<file path="src/rtl/dm_regs_pkg.sv">
// Register map and hart-slice types of the debug module front end.
// Only dmcontrol, dmstatus and haltsum0 are mapped; hart selection
// uses hartsello alone, so at most 1024 harts are addressable.
`default_nettype none

package dm_regs_pkg;

  localparam logic [3:0] DbgVersion013 = 4'd2;
  localparam int unsigned HartSelWidth = 10;

  typedef enum logic [6:0] {
    DMControl = 7'h10,
    DMStatus  = 7'h11,
    HaltSum0  = 7'h40
  } dm_csr_e;

  // ----------------------------------------
  // register layouts
  // ----------------------------------------
  typedef struct packed {
    logic                    haltreq;
    logic                    resumereq;
    logic                    zero2;
    logic                    ackhavereset;
    logic [1:0]              zero1;
    logic [HartSelWidth-1:0] hartsello;
    logic [13:0]             zero0;
    logic                    ndmreset;
    logic                    dmactive;
  } dmcontrol_t;

  typedef struct packed {
    logic [11:0] zero1;
    logic        allhavereset;
    logic        anyhavereset;
    logic        allresumeack;
    logic        anyresumeack;
    logic        allnonexistent;
    logic        anynonexistent;
    logic        allunavail;
    logic        anyunavail;
    logic        allrunning;
    logic        anyrunning;
    logic        allhalted;
    logic        anyhalted;
    logic        authenticated;
    logic [2:0]  zero0;
    logic [3:0]  version;
  } dmstatus_t;

  // ----------------------------------------
  // control broadcast and per-hart status
  // ----------------------------------------
  typedef struct packed {
    logic [HartSelWidth-1:0] hartsel;
    logic                    haltreq;
    logic                    resume_start;
    logic                    ack_havereset;
    logic                    ndmreset;
    logic                    dmactive;
  } hart_ctrl_t;

  typedef struct packed {
    logic halted;
    logic unavail;
    logic resumeack;
    logic havereset;
    logic resume_pending;
  } hart_status_t;

endpackage

`default_nettype wire

</file>
<file path="src/rtl/dm_dmi_pkg.sv">
// DMI transport types shared by the debug module front end.
// The design only ever answers with DTM_SUCCESS; the other codes
// exist so that the response field decodes fully on the host side.
`default_nettype none

package dm_dmi_pkg;

  // ----------------------------------------
  // opcodes and response codes
  // ----------------------------------------
  typedef enum logic [1:0] {
    DTM_NOP   = 2'h0,
    DTM_READ  = 2'h1,
    DTM_WRITE = 2'h2
  } dtm_op_e;

  typedef enum logic [1:0] {
    DTM_SUCCESS = 2'h0,
    DTM_ERR     = 2'h2,
    DTM_BUSY    = 2'h3
  } dtm_resp_e;

  // ----------------------------------------
  // request and response words
  // ----------------------------------------
  typedef struct packed {
    logic [6:0]  addr;
    dtm_op_e     op;
    logic [31:0] data;
  } dmi_req_t;

  typedef struct packed {
    logic [31:0] data;
    dtm_resp_e   resp;
  } dmi_resp_t;

endpackage

`default_nettype wire
</file>
<file path="src/rtl/dm_top.sv">
// Register front end of a RISC-V debug module on the DMI handshake.
// Every accepted request returns exactly one response word, in order;
// writes answer with zero data. Up to two responses are held while
// the host stalls. NrHarts ranges from 1 to 32.
`timescale 1ns/10ps
`default_nettype none

module dm_top #(
  parameter int unsigned NrHarts = 1
) (
  input  logic                 clk_i,
  input  logic                 rst_ni,
  input  logic                 dmi_req_valid_i,
  input  dm_dmi_pkg::dmi_req_t dmi_req_i,
  output logic                 dmi_req_ready_o,
  output logic                 dmi_resp_valid_o,
  input  logic                 dmi_resp_ready_i,
  output dm_dmi_pkg::dmi_resp_t dmi_resp_o,
  output logic                 ndmreset_o,
  output logic                 dmactive_o,
  input  logic [NrHarts-1:0]   halted_i,
  input  logic [NrHarts-1:0]   unavailable_i,
  input  logic [NrHarts-1:0]   resumeack_i,
  output logic [NrHarts-1:0]   haltreq_o,
  output logic [NrHarts-1:0]   resumereq_o,
  output logic [NrHarts-1:0]   clear_resumeack_o
);
  import dm_dmi_pkg::*;
  import dm_regs_pkg::*;

  logic                      resp_full;
  logic                      resp_empty;
  logic                      resp_push;
  logic                      resp_pop;
  logic [31:0]               rd_data;
  hart_ctrl_t                hart_ctrl;
  hart_status_t [NrHarts-1:0] hart_status;
  dmstatus_t                 dmstatus;
  logic [31:0]               haltsum0;
  logic                      sel_resume_pending;

  assign dmi_req_ready_o  = ~resp_full;
  assign dmi_resp_valid_o = ~resp_empty;
  assign resp_pop         = dmi_resp_ready_i & ~resp_empty;
  assign dmi_resp_o.resp  = DTM_SUCCESS;

  dm_resp_fifo i_resp_fifo (
    .clk_i   (clk_i),
    .rst_ni  (rst_ni),
    .push_i  (resp_push),
    .data_i  (rd_data),
    .pop_i   (resp_pop),
    .full_o  (resp_full),
    .empty_o (resp_empty),
    .data_o  (dmi_resp_o.data)
  );

  dm_ctrl_regs i_ctrl_regs (
    .clk_i                (clk_i),
    .rst_ni               (rst_ni),
    .req_valid_i          (dmi_req_valid_i),
    .req_i                (dmi_req_i),
    .req_ready_i          (dmi_req_ready_o),
    .dmstatus_i           (dmstatus),
    .haltsum0_i           (haltsum0),
    .sel_resume_pending_i (sel_resume_pending),
    .push_o               (resp_push),
    .rd_data_o            (rd_data),
    .hart_ctrl_o          (hart_ctrl),
    .ndmreset_o           (ndmreset_o),
    .dmactive_o           (dmactive_o)
  );

  // ----------------------------------------
  // one slice per hart
  // ----------------------------------------
  for (genvar h = 0; h < NrHarts; h++) begin : g_hart
    dm_hart_slice #(
      .HartIndex (h)
    ) i_hart_slice (
      .clk_i             (clk_i),
      .rst_ni            (rst_ni),
      .hart_ctrl_i       (hart_ctrl),
      .halted_i          (halted_i[h]),
      .unavailable_i     (unavailable_i[h]),
      .resumeack_i       (resumeack_i[h]),
      .status_o          (hart_status[h]),
      .haltreq_o         (haltreq_o[h]),
      .resumereq_o       (resumereq_o[h]),
      .clear_resumeack_o (clear_resumeack_o[h])
    );
  end

  dm_status_collect #(
    .NrHarts (NrHarts)
  ) i_status_collect (
    .hart_status_i        (hart_status),
    .hartsel_i            (hart_ctrl.hartsel),
    .dmstatus_o           (dmstatus),
    .haltsum0_o           (haltsum0),
    .sel_resume_pending_o (sel_resume_pending)
  );

endmodule

`default_nettype wire

</file>
<file path="src/rtl/dm_status_collect.sv">
// Builds dmstatus and haltsum0 from the per-hart status words.
// Purely combinational. NrHarts must not exceed 32, since haltsum0
// only covers harts 0 to 31. A hartsel past the last hart reports
// nonexistent and zero for every other per-hart flag.
`timescale 1ns/10ps
`default_nettype none

module dm_status_collect #(
  parameter int unsigned NrHarts = 1
) (
  input  dm_regs_pkg::hart_status_t [NrHarts-1:0]   hart_status_i,
  input  logic [dm_regs_pkg::HartSelWidth-1:0]      hartsel_i,
  output dm_regs_pkg::dmstatus_t                    dmstatus_o,
  output logic [31:0]                               haltsum0_o,
  output logic                                      sel_resume_pending_o
);
  import dm_regs_pkg::*;

  hart_status_t sel;
  logic         exists;

  // select by compare so out-of-range hartsel needs no index guard
  always_comb begin
    sel    = '0;
    exists = 1'b0;
    for (int unsigned k = 0; k < NrHarts; k++) begin
      if (hartsel_i == HartSelWidth'(k)) begin
        sel    = hart_status_i[k];
        exists = 1'b1;
      end
    end
  end

  always_comb begin
    dmstatus_o                = '0;
    dmstatus_o.version        = DbgVersion013;
    dmstatus_o.authenticated  = 1'b1;
    dmstatus_o.allnonexistent = ~exists;
    dmstatus_o.anynonexistent = ~exists;
    // halted and running exclude unavailable
    dmstatus_o.allhalted      = sel.halted & ~sel.unavail;
    dmstatus_o.anyhalted      = sel.halted & ~sel.unavail;
    dmstatus_o.allrunning     = exists & ~sel.halted & ~sel.unavail;
    dmstatus_o.anyrunning     = exists & ~sel.halted & ~sel.unavail;
    dmstatus_o.allunavail     = sel.unavail;
    dmstatus_o.anyunavail     = sel.unavail;
    dmstatus_o.allresumeack   = sel.resumeack;
    dmstatus_o.anyresumeack   = sel.resumeack;
    dmstatus_o.allhavereset   = sel.havereset;
    dmstatus_o.anyhavereset   = sel.havereset;
  end

  always_comb begin
    haltsum0_o = '0;
    for (int unsigned k = 0; k < NrHarts; k++) begin
      haltsum0_o[k] = hart_status_i[k].halted;
    end
  end

  assign sel_resume_pending_o = sel.resume_pending;

endmodule

`default_nettype wire

</file>
<file path="src/rtl/dm_hart_slice.sv">
// Per-hart state of the debug module: havereset and resume pending.
// Control arrives as a broadcast; the slice acts only when hartsel
// matches HartIndex. The hart is expected to drop resumeack when
// clear_resumeack_o pulses.
`timescale 1ns/10ps
`default_nettype none

module dm_hart_slice #(
  parameter int unsigned HartIndex = 0
) (
  input  logic                      clk_i,
  input  logic                      rst_ni,
  input  dm_regs_pkg::hart_ctrl_t   hart_ctrl_i,
  input  logic                      halted_i,
  input  logic                      unavailable_i,
  input  logic                      resumeack_i,
  output dm_regs_pkg::hart_status_t status_o,
  output logic                      haltreq_o,
  output logic                      resumereq_o,
  output logic                      clear_resumeack_o
);
  import dm_regs_pkg::*;

  logic selected;
  logic havereset_q;
  logic resume_pending_q;
  logic resume_start;

  assign selected     = (hart_ctrl_i.hartsel == HartSelWidth'(HartIndex));
  assign resume_start = hart_ctrl_i.resume_start & selected;

  always_ff @(posedge clk_i or negedge rst_ni) begin
    if (!rst_ni) begin
      havereset_q      <= 1'b1;
      resume_pending_q <= 1'b0;
    end else begin
      // ndmreset wins over the acknowledge
      if (hart_ctrl_i.ndmreset) begin
        havereset_q <= 1'b1;
      end else if (hart_ctrl_i.ack_havereset && selected) begin
        havereset_q <= 1'b0;
      end
      if (!hart_ctrl_i.dmactive) begin
        resume_pending_q <= 1'b0;
      end else if (resume_start) begin
        resume_pending_q <= 1'b1;
      end else if (resumeack_i) begin
        resume_pending_q <= 1'b0;
      end
    end
  end

  assign haltreq_o         = hart_ctrl_i.haltreq & selected;
  assign resumereq_o       = resume_pending_q;
  assign clear_resumeack_o = resume_start;

  always_comb begin
    status_o.halted         = halted_i;
    status_o.unavail        = unavailable_i;
    status_o.resumeack      = resumeack_i;
    status_o.havereset      = havereset_q;
    status_o.resume_pending = resume_pending_q;
  end

  // a halt request also needs an active debug module
  a_haltreq_selected: assert property (@(posedge clk_i) disable iff (!rst_ni)
    haltreq_o |-> (selected && hart_ctrl_i.dmactive))
    else $error("haltreq raised on an unselected hart");

endmodule

`default_nettype wire

</file>
<file path="src/rtl/dm_ctrl_regs.sv">
// DMI request decode, dmcontrol storage and read data mux.
// Decode is combinational on the request word; a write updates
// dmcontrol at the accepting edge. While dmactive is low only
// dmactive can be written. resumereq and ackhavereset are not
// stored, they become one-cycle pulses to the hart slices.
// Unknown addresses read as zero and ignore writes.
`timescale 1ns/10ps
`default_nettype none

module dm_ctrl_regs (
  input  logic                    clk_i,
  input  logic                    rst_ni,
  input  logic                    req_valid_i,
  input  dm_dmi_pkg::dmi_req_t    req_i,
  input  logic                    req_ready_i,
  input  dm_regs_pkg::dmstatus_t  dmstatus_i,
  input  logic [31:0]             haltsum0_i,
  input  logic                    sel_resume_pending_i,
  output logic                    push_o,
  output logic [31:0]             rd_data_o,
  output dm_regs_pkg::hart_ctrl_t hart_ctrl_o,
  output logic                    ndmreset_o,
  output logic                    dmactive_o
);
  import dm_dmi_pkg::*;
  import dm_regs_pkg::*;

  dmcontrol_t dmcontrol_d;
  dmcontrol_t dmcontrol_q;
  dmcontrol_t wdata;
  dmcontrol_t ctrl_rdata;
  logic       accept;
  logic       ctrl_wr;
  logic       resume_start_q;
  logic       ack_havereset_q;

  assign accept  = req_valid_i & req_ready_i;
  assign push_o  = accept;
  assign ctrl_wr = accept && (req_i.op == DTM_WRITE) && (req_i.addr == DMControl);
  assign wdata   = dmcontrol_t'(req_i.data);

  // ----------------------------------------
  // dmcontrol update
  // ----------------------------------------
  always_comb begin
    dmcontrol_d = dmcontrol_q;
    if (ctrl_wr) begin
      if (dmcontrol_q.dmactive) begin
        dmcontrol_d.haltreq   = wdata.haltreq;
        dmcontrol_d.hartsello = wdata.hartsello;
        dmcontrol_d.ndmreset  = wdata.ndmreset;
      end
      dmcontrol_d.dmactive = wdata.dmactive;
    end
    // soft reset holds everything else at zero
    if (!dmcontrol_d.dmactive) begin
      dmcontrol_d = '0;
    end
  end

  always_ff @(posedge clk_i or negedge rst_ni) begin
    if (!rst_ni) begin
      dmcontrol_q     <= '0;
      resume_start_q  <= 1'b0;
      ack_havereset_q <= 1'b0;
    end else begin
      dmcontrol_q     <= dmcontrol_d;
      resume_start_q  <= ctrl_wr & dmcontrol_q.dmactive & wdata.resumereq;
      ack_havereset_q <= ctrl_wr & dmcontrol_q.dmactive & wdata.ackhavereset;
    end
  end

  // ----------------------------------------
  // read data
  // ----------------------------------------
  always_comb begin
    ctrl_rdata = dmcontrol_q;
    // pulse covers the cycle before the slice sets its pending flag
    ctrl_rdata.resumereq = sel_resume_pending_i | resume_start_q;
    rd_data_o = '0;
    if (req_i.op == DTM_READ) begin
      case (req_i.addr)
        DMControl: rd_data_o = ctrl_rdata;
        DMStatus:  rd_data_o = dmstatus_i;
        HaltSum0:  rd_data_o = haltsum0_i;
        default:   rd_data_o = '0;
      endcase
    end
  end

  always_comb begin
    hart_ctrl_o.hartsel       = dmcontrol_q.hartsello;
    hart_ctrl_o.haltreq       = dmcontrol_q.haltreq;
    hart_ctrl_o.resume_start  = resume_start_q;
    hart_ctrl_o.ack_havereset = ack_havereset_q;
    hart_ctrl_o.ndmreset      = dmcontrol_q.ndmreset;
    hart_ctrl_o.dmactive      = dmcontrol_q.dmactive;
  end

  assign ndmreset_o = dmcontrol_q.ndmreset;
  assign dmactive_o = dmcontrol_q.dmactive;

  a_pulse_after_write: assert property (@(posedge clk_i) disable iff (!rst_ni)
    (resume_start_q || ack_havereset_q) |-> $past(ctrl_wr))
    else $error("hart pulse without a dmcontrol write");

endmodule

`default_nettype wire

</file>
<file path="src/rtl/dm_resp_fifo.sv">
// Two-entry response queue for DMI read data.
// Pushes while full are dropped and pops while empty are ignored;
// the front end never issues either, which the assertions check.
// Storage has no reset, only the pointers do.
`timescale 1ns/10ps
`default_nettype none

module dm_resp_fifo (
  input  logic        clk_i,
  input  logic        rst_ni,
  input  logic        push_i,
  input  logic [31:0] data_i,
  input  logic        pop_i,
  output logic        full_o,
  output logic        empty_o,
  output logic [31:0] data_o
);

  // pointers carry one wrap bit above the entry index
  logic [1:0]  wr_ptr_q;
  logic [1:0]  rd_ptr_q;
  logic [31:0] mem_q [2];
  logic        push_en;
  logic        pop_en;

  assign empty_o = (wr_ptr_q == rd_ptr_q);
  assign full_o  = (wr_ptr_q[0] == rd_ptr_q[0]) && (wr_ptr_q[1] != rd_ptr_q[1]);
  assign data_o  = mem_q[rd_ptr_q[0]];

  assign push_en = push_i & ~full_o;
  assign pop_en  = pop_i & ~empty_o;

  always_ff @(posedge clk_i) begin
    if (push_en) begin
      mem_q[wr_ptr_q[0]] <= data_i;
    end
  end

  always_ff @(posedge clk_i or negedge rst_ni) begin
    if (!rst_ni) begin
      wr_ptr_q <= 2'b00;
      rd_ptr_q <= 2'b00;
    end else begin
      if (push_en) wr_ptr_q <= wr_ptr_q + 2'd1;
      if (pop_en) rd_ptr_q <= rd_ptr_q + 2'd1;
    end
  end

  // ready/valid at the top must keep both sides legal
  a_no_overflow: assert property (@(posedge clk_i) disable iff (!rst_ni)
    !(push_i && full_o)) else $error("response queue pushed while full");

  a_no_underflow: assert property (@(posedge clk_i) disable iff (!rst_ni)
    !(pop_i && empty_o)) else $error("response queue popped while empty");

endmodule

`default_nettype wire

</file>
<file path="config.mk">
export PLATFORM = sky130hd
export DESIGN_NAME = dm_top
export DESIGN_NICKNAME = d
export VERILOG_FILES = /design/src/rtl/dm_regs_pkg.sv /design/src/rtl/dm_dmi_pkg.sv /design/src/rtl/dm_top.sv /design/src/rtl/dm_status_collect.sv /design/src/rtl/dm_hart_slice.sv /design/src/rtl/dm_ctrl_regs.sv /design/src/rtl/dm_resp_fifo.sv
export SDC_FILE = /design/constraint.sdc
export NUM_CORES = 1
export LEC_CHECK = 0
export BUFFER_PORTS_ARGS = -buffer_cell sky130_fd_sc_hd__buf_2
export CAP_MARGIN = 40
export CORE_MARGIN = 2
export CORE_UTILIZATION = 50
export CTS_CLUSTER_DIAMETER = 200
export DETAILED_ROUTE_END_ITERATION = 10
export PLACE_DENSITY = 0.73
export RECOVER_POWER = 25
export SLEW_MARGIN = 20
export SYNTH_ARGS = -nofsm -noshare
export SYNTH_HDL_FRONTEND = slang
export SYNTH_HIERARCHICAL = 1
export SYNTH_SLANG_ARGS = --single-unit
</file>
<file path="constraint.sdc">
create_clock -name clk_i -period 4.4 [get_ports clk_i]
set_input_delay 0.44 -clock clk_i [delete_from_list [all_inputs] [get_ports clk_i]]
set_output_delay 0.44 -clock clk_i [all_outputs]
set_load 0.02 [all_outputs]
</file>
; Yosys cells after proc, flatten, opt, wreduce, memory -nomap -nowiden
; Memories as Yosys holds them, arrays and structs flattened.
; Cells that the tools add are included.
[totals]
register_bits = 21
ramBits = 64
out_inout_bits = 41
wordCells = 67
mem_count = 1
[op_classes]
n_addsub = 2
n_eq_ne = 11
mux = 18
n_bitwise = 18
reduce_logical = 7
[memory_table]
columns = memory, depth, word_bits, rd, rd_ports_with_merged_regs, wr, line
row1 = i_resp_fifo.mem_q, 2, 32, 1, 0, 1, dm_resp_fifo.sv:22  ; logic [31:0] mem_q [2];
[ops]
columns = op, count
row1 = case mux 32 bit (3 select lines), 1
row2 = 2-to-1 mux 32 bit, 2
row3 = 2-to-1 mux 10 bit, 2
row4 = "== test 7 x 5 -> 1 bit, second input constant", 2
row5 = AND 1 bit, 12
row6 = 2-to-1 mux 1 bit, 11
row7 = logical NOT 10 bit, 1
row8 = "== test 7 bit, second input constant", 1
row9 = 2-to-1 mux 5 bit, 1
row10 = inverter 1 bit, 5
row11 = "adder 2 x 1 -> 2 bit, second input constant", 2
row12 = logical AND 1 bit, 4
row13 = "!= test 2 x 1 -> 1 bit, second input constant", 2
row14 = "!= test 3 bit, second input constant", 1
row15 = "== test 2 x 1 -> 1 bit, second input constant", 1
row16 = == test 2 bit, 1
row17 = "== test 2 bit, second input constant", 1
row18 = 2-to-1 mux 2 bit, 1
row19 = AND reduction 2 bit, 1
row20 = nonzero test 2 bit, 1
row21 = == test 1 bit, 1
row22 = != test 1 bit, 1
row23 = OR 1 bit, 1

; Logic depth before layout (Yosys ltp)
[logic_depth]
depth_word = 9
mapped_depth = 11

; Modules after synthesis
; Netlist, hierarchy kept.
[modules_own_cells]
columns = mod, n_inst, cells_per_inst, area_per_inst_um2
row1 = dm_resp_fifo, 1, 127, 2566.2
row2 = dm_ctrl_regs, 1, 162, 1326.3
row3 = dm_status_collect, 1, 79, 548.0
row4 = dm_hart_slice, 1, 21, 181.4
row5 = dm_top, 1, 6, 32.5

; Worst setup path before layout
; No wires, ideal clock.
[synth_timing]
path_type = register -> register
startpoint = register i_resp_fifo.rd_ptr_q[0]
endpoint = memory i_resp_fifo.mem_q[0][0], enable pin
setup_ns = 0.468
arrival_time_ns = 3.678
t_required_ns = 3.932
setup_slack_ns = 0.254
path_stages_with_launch = 8
period_less_slack_ns = 4.146
path_cell_list = dfrtp_1 > buf_6 > buf_6 > xor2_1 > nor2_1 > inv_1 > and2_1 > nor3b_1
[synth_via]
elab_chain_cells = 7
[synth_rtl]
columns = item, line
row1 = "start, declared", dm_resp_fifo.sv:21  ; logic [1:0] rd_ptr_q;
row2 = "start signal, assigned", dm_resp_fifo.sv:45  ; if (pop_en) rd_ptr_q <= rd_ptr_q + 2'd1;
row3 = == test 1 bit, dm_resp_fifo.sv:27  ; assign full_o = (wr_ptr_q[0] == rd_ptr_q[0]) && (wr_ptr_q[1] != rd_ptr_q[1]);
row4 = logical AND 1 bit, dm_resp_fifo.sv:27
row5 = via resp_full, dm_top.sv:31  ; logic resp_full;
row6 = inverter 1 bit, dm_top.sv:42  ; assign dmi_req_ready_o = ~resp_full;
row7 = via dmi_req_ready_o, dm_top.sv:15  ; output logic dmi_req_ready_o,
row8 = AND 1 bit, dm_ctrl_regs.sv:37  ; assign accept = req_valid_i & req_ready_i;
row9 = via resp_push, dm_top.sv:33  ; logic resp_push;
row10 = AND 1 bit, dm_resp_fifo.sv:30  ; assign push_en = push_i & ~full_o;
row11 = 2-to-1 mux 1 bit, dm_resp_fifo.sv:34  ; if (push_en) begin
row12 = 2-to-1 mux 1 bit (not written as such), dm_resp_fifo.sv:35  ; mem_q[wr_ptr_q[0]] <= data_i;
row13 = "end, declared", dm_resp_fifo.sv:22
; The timed path passes the listed nets, and every way through them passes these cells.

; Worst setup path in the final report
[layout_timing]
startpoint = input dmi_req_i[34] (netlist bit)
endpoint = memory i_resp_fifo.mem_q[0][31], data pin
[layout_via]
elab_chain_cells = 3
elab_cells_between_ends = 5
classes_between = 3 x eq/ne / 2 x mux
[layout_rtl]
columns = item, line
row1 = "start, declared", dm_top.sv:14  ; input dm_dmi_pkg::dmi_req_t dmi_req_i,
row2 = == test 7 bit / == test 7 x 5 -> 1 bit (equally long branches), dm_ctrl_regs.sv:82  ; case (req_i.addr)
row3 = case mux 32 bit (3 select lines) (*), dm_ctrl_regs.sv:82
row4 = 2-to-1 mux 32 bit (*), dm_ctrl_regs.sv:81  ; if (req_i.op == DTM_READ) begin
row5 = via rd_data[31], dm_top.sv:35  ; logic [31:0] rd_data;
; Mark *: on every way through the listed nets, which the timed path passes. The rest lies on a longest branch.

==> impl_table.tex <==
\begin{tabular}{lr}
\hline
Metric & Value \\
\hline
\multicolumn{2}{l}{\textbf{Logic synthesis}} \\
\quad Post-synthesis cell count & 395 \\
\quad Post-synth EDFFs & 64 \\
\quad Area leader, netlist & edfxtp\_1 \\
\quad Number of synthesized register bits & 85 \\
\quad Synth top area cells & edfxtp\_1 41\%, buf\_4 11\%, mux2\_2 11\%, dfrtp\_1 11\%, a22oi\_1 5.2\% \\
\quad Library cells used by synthesis & 48 \\
\quad Synth top area share & 41.3\% \\
\quad Share of synthesized area occupied by flip-flops and latches & 52.6\% \\
\quad Post-synth ARST share & 24.7\% \\
\quad Warnings, synthesis & 6 \\
\quad Post-Synthesis Mean Instance Area & 11.8 um\^{}2 \\
\quad Post-synthesis instance area & 4650 um\^{}2 \\
\quad Primary flip-flop cell chosen by synthesis mapping & edfxtp\_1 \\
\multicolumn{2}{l}{\textbf{Clock network}} \\
\quad CTS tree & done \\
\quad Depth of the CTS H-tree & 3 \\
\quad Worst-path clk slew & around 0.08 ns \\
\quad Clock sinks & 85 \\
\quad Clk\_lat worst skew & 0.36 ns \\
\quad Clk root buf & clkbuf\_8 \\
\quad Post-CTS resize count & 0 \\
\quad Number of buffers inserted by post-CTS setup repair & 0 \\
\quad Quantity of hold-fixing buffers added after cts & 0 \\
\quad Number of buffers added by the clock tree synthesis step & 9 \\
\quad CTS Buffer Depth & 2 \\
\multicolumn{2}{l}{\textbf{Place}} \\
\quad \# port buffers & 69 \\
\quad RD Place Congestion & 0.825 \\
\quad Placed insts & 542 \\
\quad DP Wirelength & 5.56 mm \\
\multicolumn{2}{l}{\textbf{Die}} \\
\quad Count of standard-cell rows & 35 \\
\quad Floorplan core area & 9150 um\^{}2 \\
\quad Die extent in x & 100 um \\
\quad I/O pin cnt & just under 90 \\
\quad Chip height & 100 um \\
\quad Starting density of the core & 50.9\% \\
\quad Die outline area & 10100 um\^{}2 \\
\multicolumn{2}{l}{\textbf{Route}} \\
\quad Uppermost routed layer & met4 \\
\quad Routed wire length per instance & 14.7 um \\
\quad Average vias per placed instance & 5.05 \\
\quad Router iterations before antenna repair & 4 \\
\quad DRC viols & 0 \\
\quad Wire length on met2 & roughly 4 mm \\
\quad Overall routed net length & 8.18 mm \\
\quad DR vias & 2818 \\
\quad Initial drt markers & approximately 160 \\
\quad M1 wire length & 3.83 mm \\
\quad Detail Route Antenna Nets & 0 \\
\quad Met3 wire length & 384 um \\
\multicolumn{2}{l}{\textbf{Setup path}} \\
\quad Endpoint kind of the worst setup timing path & flip-flop \\
\quad Category of the most critical setup path & input pin to flip-flop \\
\quad Required time worst endpoint & 4.46 ns \\
\quad Highest cell delay on the worst timing path & around 0.75 ns \\
\quad Maximum net fanout on the critical path & 22 \\
\quad Crit path DAT & between 2 and 3 ns \\
\quad Worst setup SP type & input pin \\
\quad Slowest cell on the critical path & clkbuf\_1 \\
\quad Ordered cell list for the critical path & clkbuf\_1, nor2\_1, nand2\_1, a2111o\_1, clkbuf\_1, nor2\_1 \\
\multicolumn{2}{l}{\textbf{Timing}} \\
\quad Peak clock frequency supported by timing & 380 MHz \\
\quad Worst hold slack after final layout & 0.265 ns \\
\quad Setup skew after layout & 0.00743 ns \\
\quad Slew of the pin with the lowest slew margin & 1.09 ns \\
\quad Final critical-path share of the clock period & 59.8\% \\
\quad Tightest slew margin relative to the limit & 27.0\% \\
\quad RSZ-0062 raised after global routing & false \\
\quad Total count of max-transition violations in the final report & 0 \\
\quad Total negative slack for setup checks & 0 ns \\
\quad Count of final setup violators & 0 \\
\quad Hold violation total from the final report & 0 \\
\quad Min Tclk post-route & around 2.6 ns \\
\multicolumn{2}{l}{\textbf{Final layout}} \\
\quad Layout cells sized above 1 & 32.0\% \\
\quad Non-filler instance count after layout & 558 \\
\quad Signed area change from the synthesized netlist to the final layout & 6.88\% \\
\quad Final \#Nets & 490 \\
\quad Final core occ & $\sim$54\% \\
\quad Antenna fix cells & 0 \\
\multicolumn{2}{l}{\textbf{Global routing}} \\
\quad Number of global-route vias before repair & 2793 \\
\quad Gr usage total & 17.4\% \\
\quad Pin count of the biggest net entering global routing & 39 \\
\quad Total congestion overflow after global routing & 0 \\
\quad First-pass GRT wire length & 13.5 mm \\
\quad Initial antenna violation count & 0 \\
\multicolumn{2}{l}{\textbf{Power and ir drop}} \\
\quad Highest ir drop seen on vdd & 0.253 mV \\
\quad Leakage & roughly 2.0 nW \\
\quad Power density over the cells & 584 nW/um\^{}2 \\
\multicolumn{2}{l}{\textbf{Status}} \\
\quad Result of the run & finished clean \\
\multicolumn{2}{l}{\textbf{Flow run}} \\
\quad Maxcap violations & 0 \\
\multicolumn{2}{l}{\textbf{Min path}} \\
\quad HP Class & input pin to async pin \\
\hline
\end{tabular}
-- layer usage --
layer  up-vias  global-route usage (%)
met4         0                    5.69
li1       1383                       -
met3         4                    4.85
met5         -                       0
met2        70                    27.1
met1      1361                    23.9
-- flip-flops by register name (all words and copies together) (netlist names) --
| name | cells |
|---|---|
| g_hart.i_hart_slice/havereset_q | 1 |
| g_hart.i_hart_slice/resumereq_o | 1 |
| i_ctrl_regs/ack_havereset_q | 1 |
| i_ctrl_regs/dmactive_o | 1 |
| i_ctrl_regs/hart_ctrl_o | 11 |
| i_ctrl_regs/ndmreset_o | 1 |
| i_ctrl_regs/resume_start_q | 1 |
| i_resp_fifo/mem_q | 64 |
| i_resp_fifo/rd_ptr_q | 2 |
| i_resp_fifo/wr_ptr_q | 2 |
-- area by class of cell --
cell class,instances,area (um^2)
clock buffers,10,128
clock inverters,6,87.6
fillers,835,4180
inverters,11,41.3
multi-input cells,258,1720
flip-flops and latches,85,2450
well taps,111,139
repair buffers,77,415
-- layout by cell type (no fill, tap or decap), drive strengths merged, types with 2 or more instances in the layout --
cell,Yosys,final
a21oi,4,4
dfrtp,20,20
nand2,8,8
clkinvlp,0,2
nand4b,2,2
mux2,45,45
bufinv,0,2
nor4b,2,2
nor4,8,8
nor2,55,55
conb,3,53
o21ai,5,5
or2,2,2
nor3b,2,2
nand4,2,2
a22oi,32,32
clkbuf,7,16
xor2,2,2
mux2i,13,13
nand3b,3,3
or4,4,4
nor3,3,3
inv,11,11
edfxtp,64,64
clkinv,0,2
nand2b,3,3
buf,84,71
-- synth_stat cells, types with 2 or more instances --
cell type  count
o21ai_1        3
clkbuf_1       6
a21oi_1        3
nor3_1         2
nor4_2         2
conb_1         3
a22oi_1       32
edfxtp_1      64
inv_1         10
nor3b_1        2
or2_2          2
nand2_1        8
mux2i_1       13
o21ai_0        2
buf_1          3
nand2b_1       3
nand4b_1       2
mux2_2        45
nand4_1        2
buf_4         69
buf_6          5
buf_2          7
nand3b_1       3
or4_4          2
nor4_1         6
nor2_1        54
dfrtp_1       20
or4_1          2
-- worst max-delay path, delay by kind of cell --
family | cells | cell delay, ns
AOI/OAI and AO/OA | 1 | 0.36
buffers and inverters | 2 | 1.50
and+or+nand+nor | 3 | 0.39
-- per-stage QoR --
step / power [W] / cell area, um^2 / setup WS (ns)
final: 0.00290 / 4970 / 1.77
after global routing: 0.00307 / 4970 / 1.47
after CTS: 0.00295 / 5020 / 2.00
after detailed placement: 0.00234 / 4800 / 1.90
after global placement: 0.00229 / 4730 / 1.68
after floorplan: 0.00204 / 4840 / 0.254
-- report_power, final --
group / switching, W / total [W] / internal (W)
clock: 0.000284 / 0.000603 / 0.000319
sequential: 0.0000683 / 0.00121 / 0.00114
combinational: 0.000672 / 0.00109 / 0.000421
total: 0.00102 / 0.00290 / 0.00188
-- cell families after synthesis --
group | synth area share, %
other cells | 0.242
compound gates | 7.07
simple gates | 10.9
flops | 52.6
mux | 13.7
buf+inv | 14.8
xor+xnor | 0.726
-- path summary, 6_finish.rpt --
kind                                                                   to                                           start  cells after the start  slack, ns
max                                    i_resp_fifo/mem_q[0][31]$_DFFE_PP_                                   dmi_req_i[34]                      6       1.77
max in group asynchronous         i_ctrl_regs/hart_ctrl_o[13]$_DFFE_PN0P_                                          rst_ni                      1       3.48
min                                   i_resp_fifo/wr_ptr_q[1]$_DFFE_PN0P_                                          rst_ni                      1       0.26
max reg2reg                            i_resp_fifo/mem_q[1][23]$_DFFE_PP_             i_resp_fifo/rd_ptr_q[1]$_DFFE_PN0P_                      7       2.02
min in group clk_i                  i_ctrl_regs/ack_havereset_q$_DFF_PN0_                                   dmi_req_i[28]                      3       0.29
min reg2reg                g_hart[0].i_hart_slice/havereset_q$_DFFE_PN1P_  g_hart[0].i_hart_slice/havereset_q$_DFFE_PN1P_                      1       0.52
No activity file was read; power rests on OpenSTA's default activity.
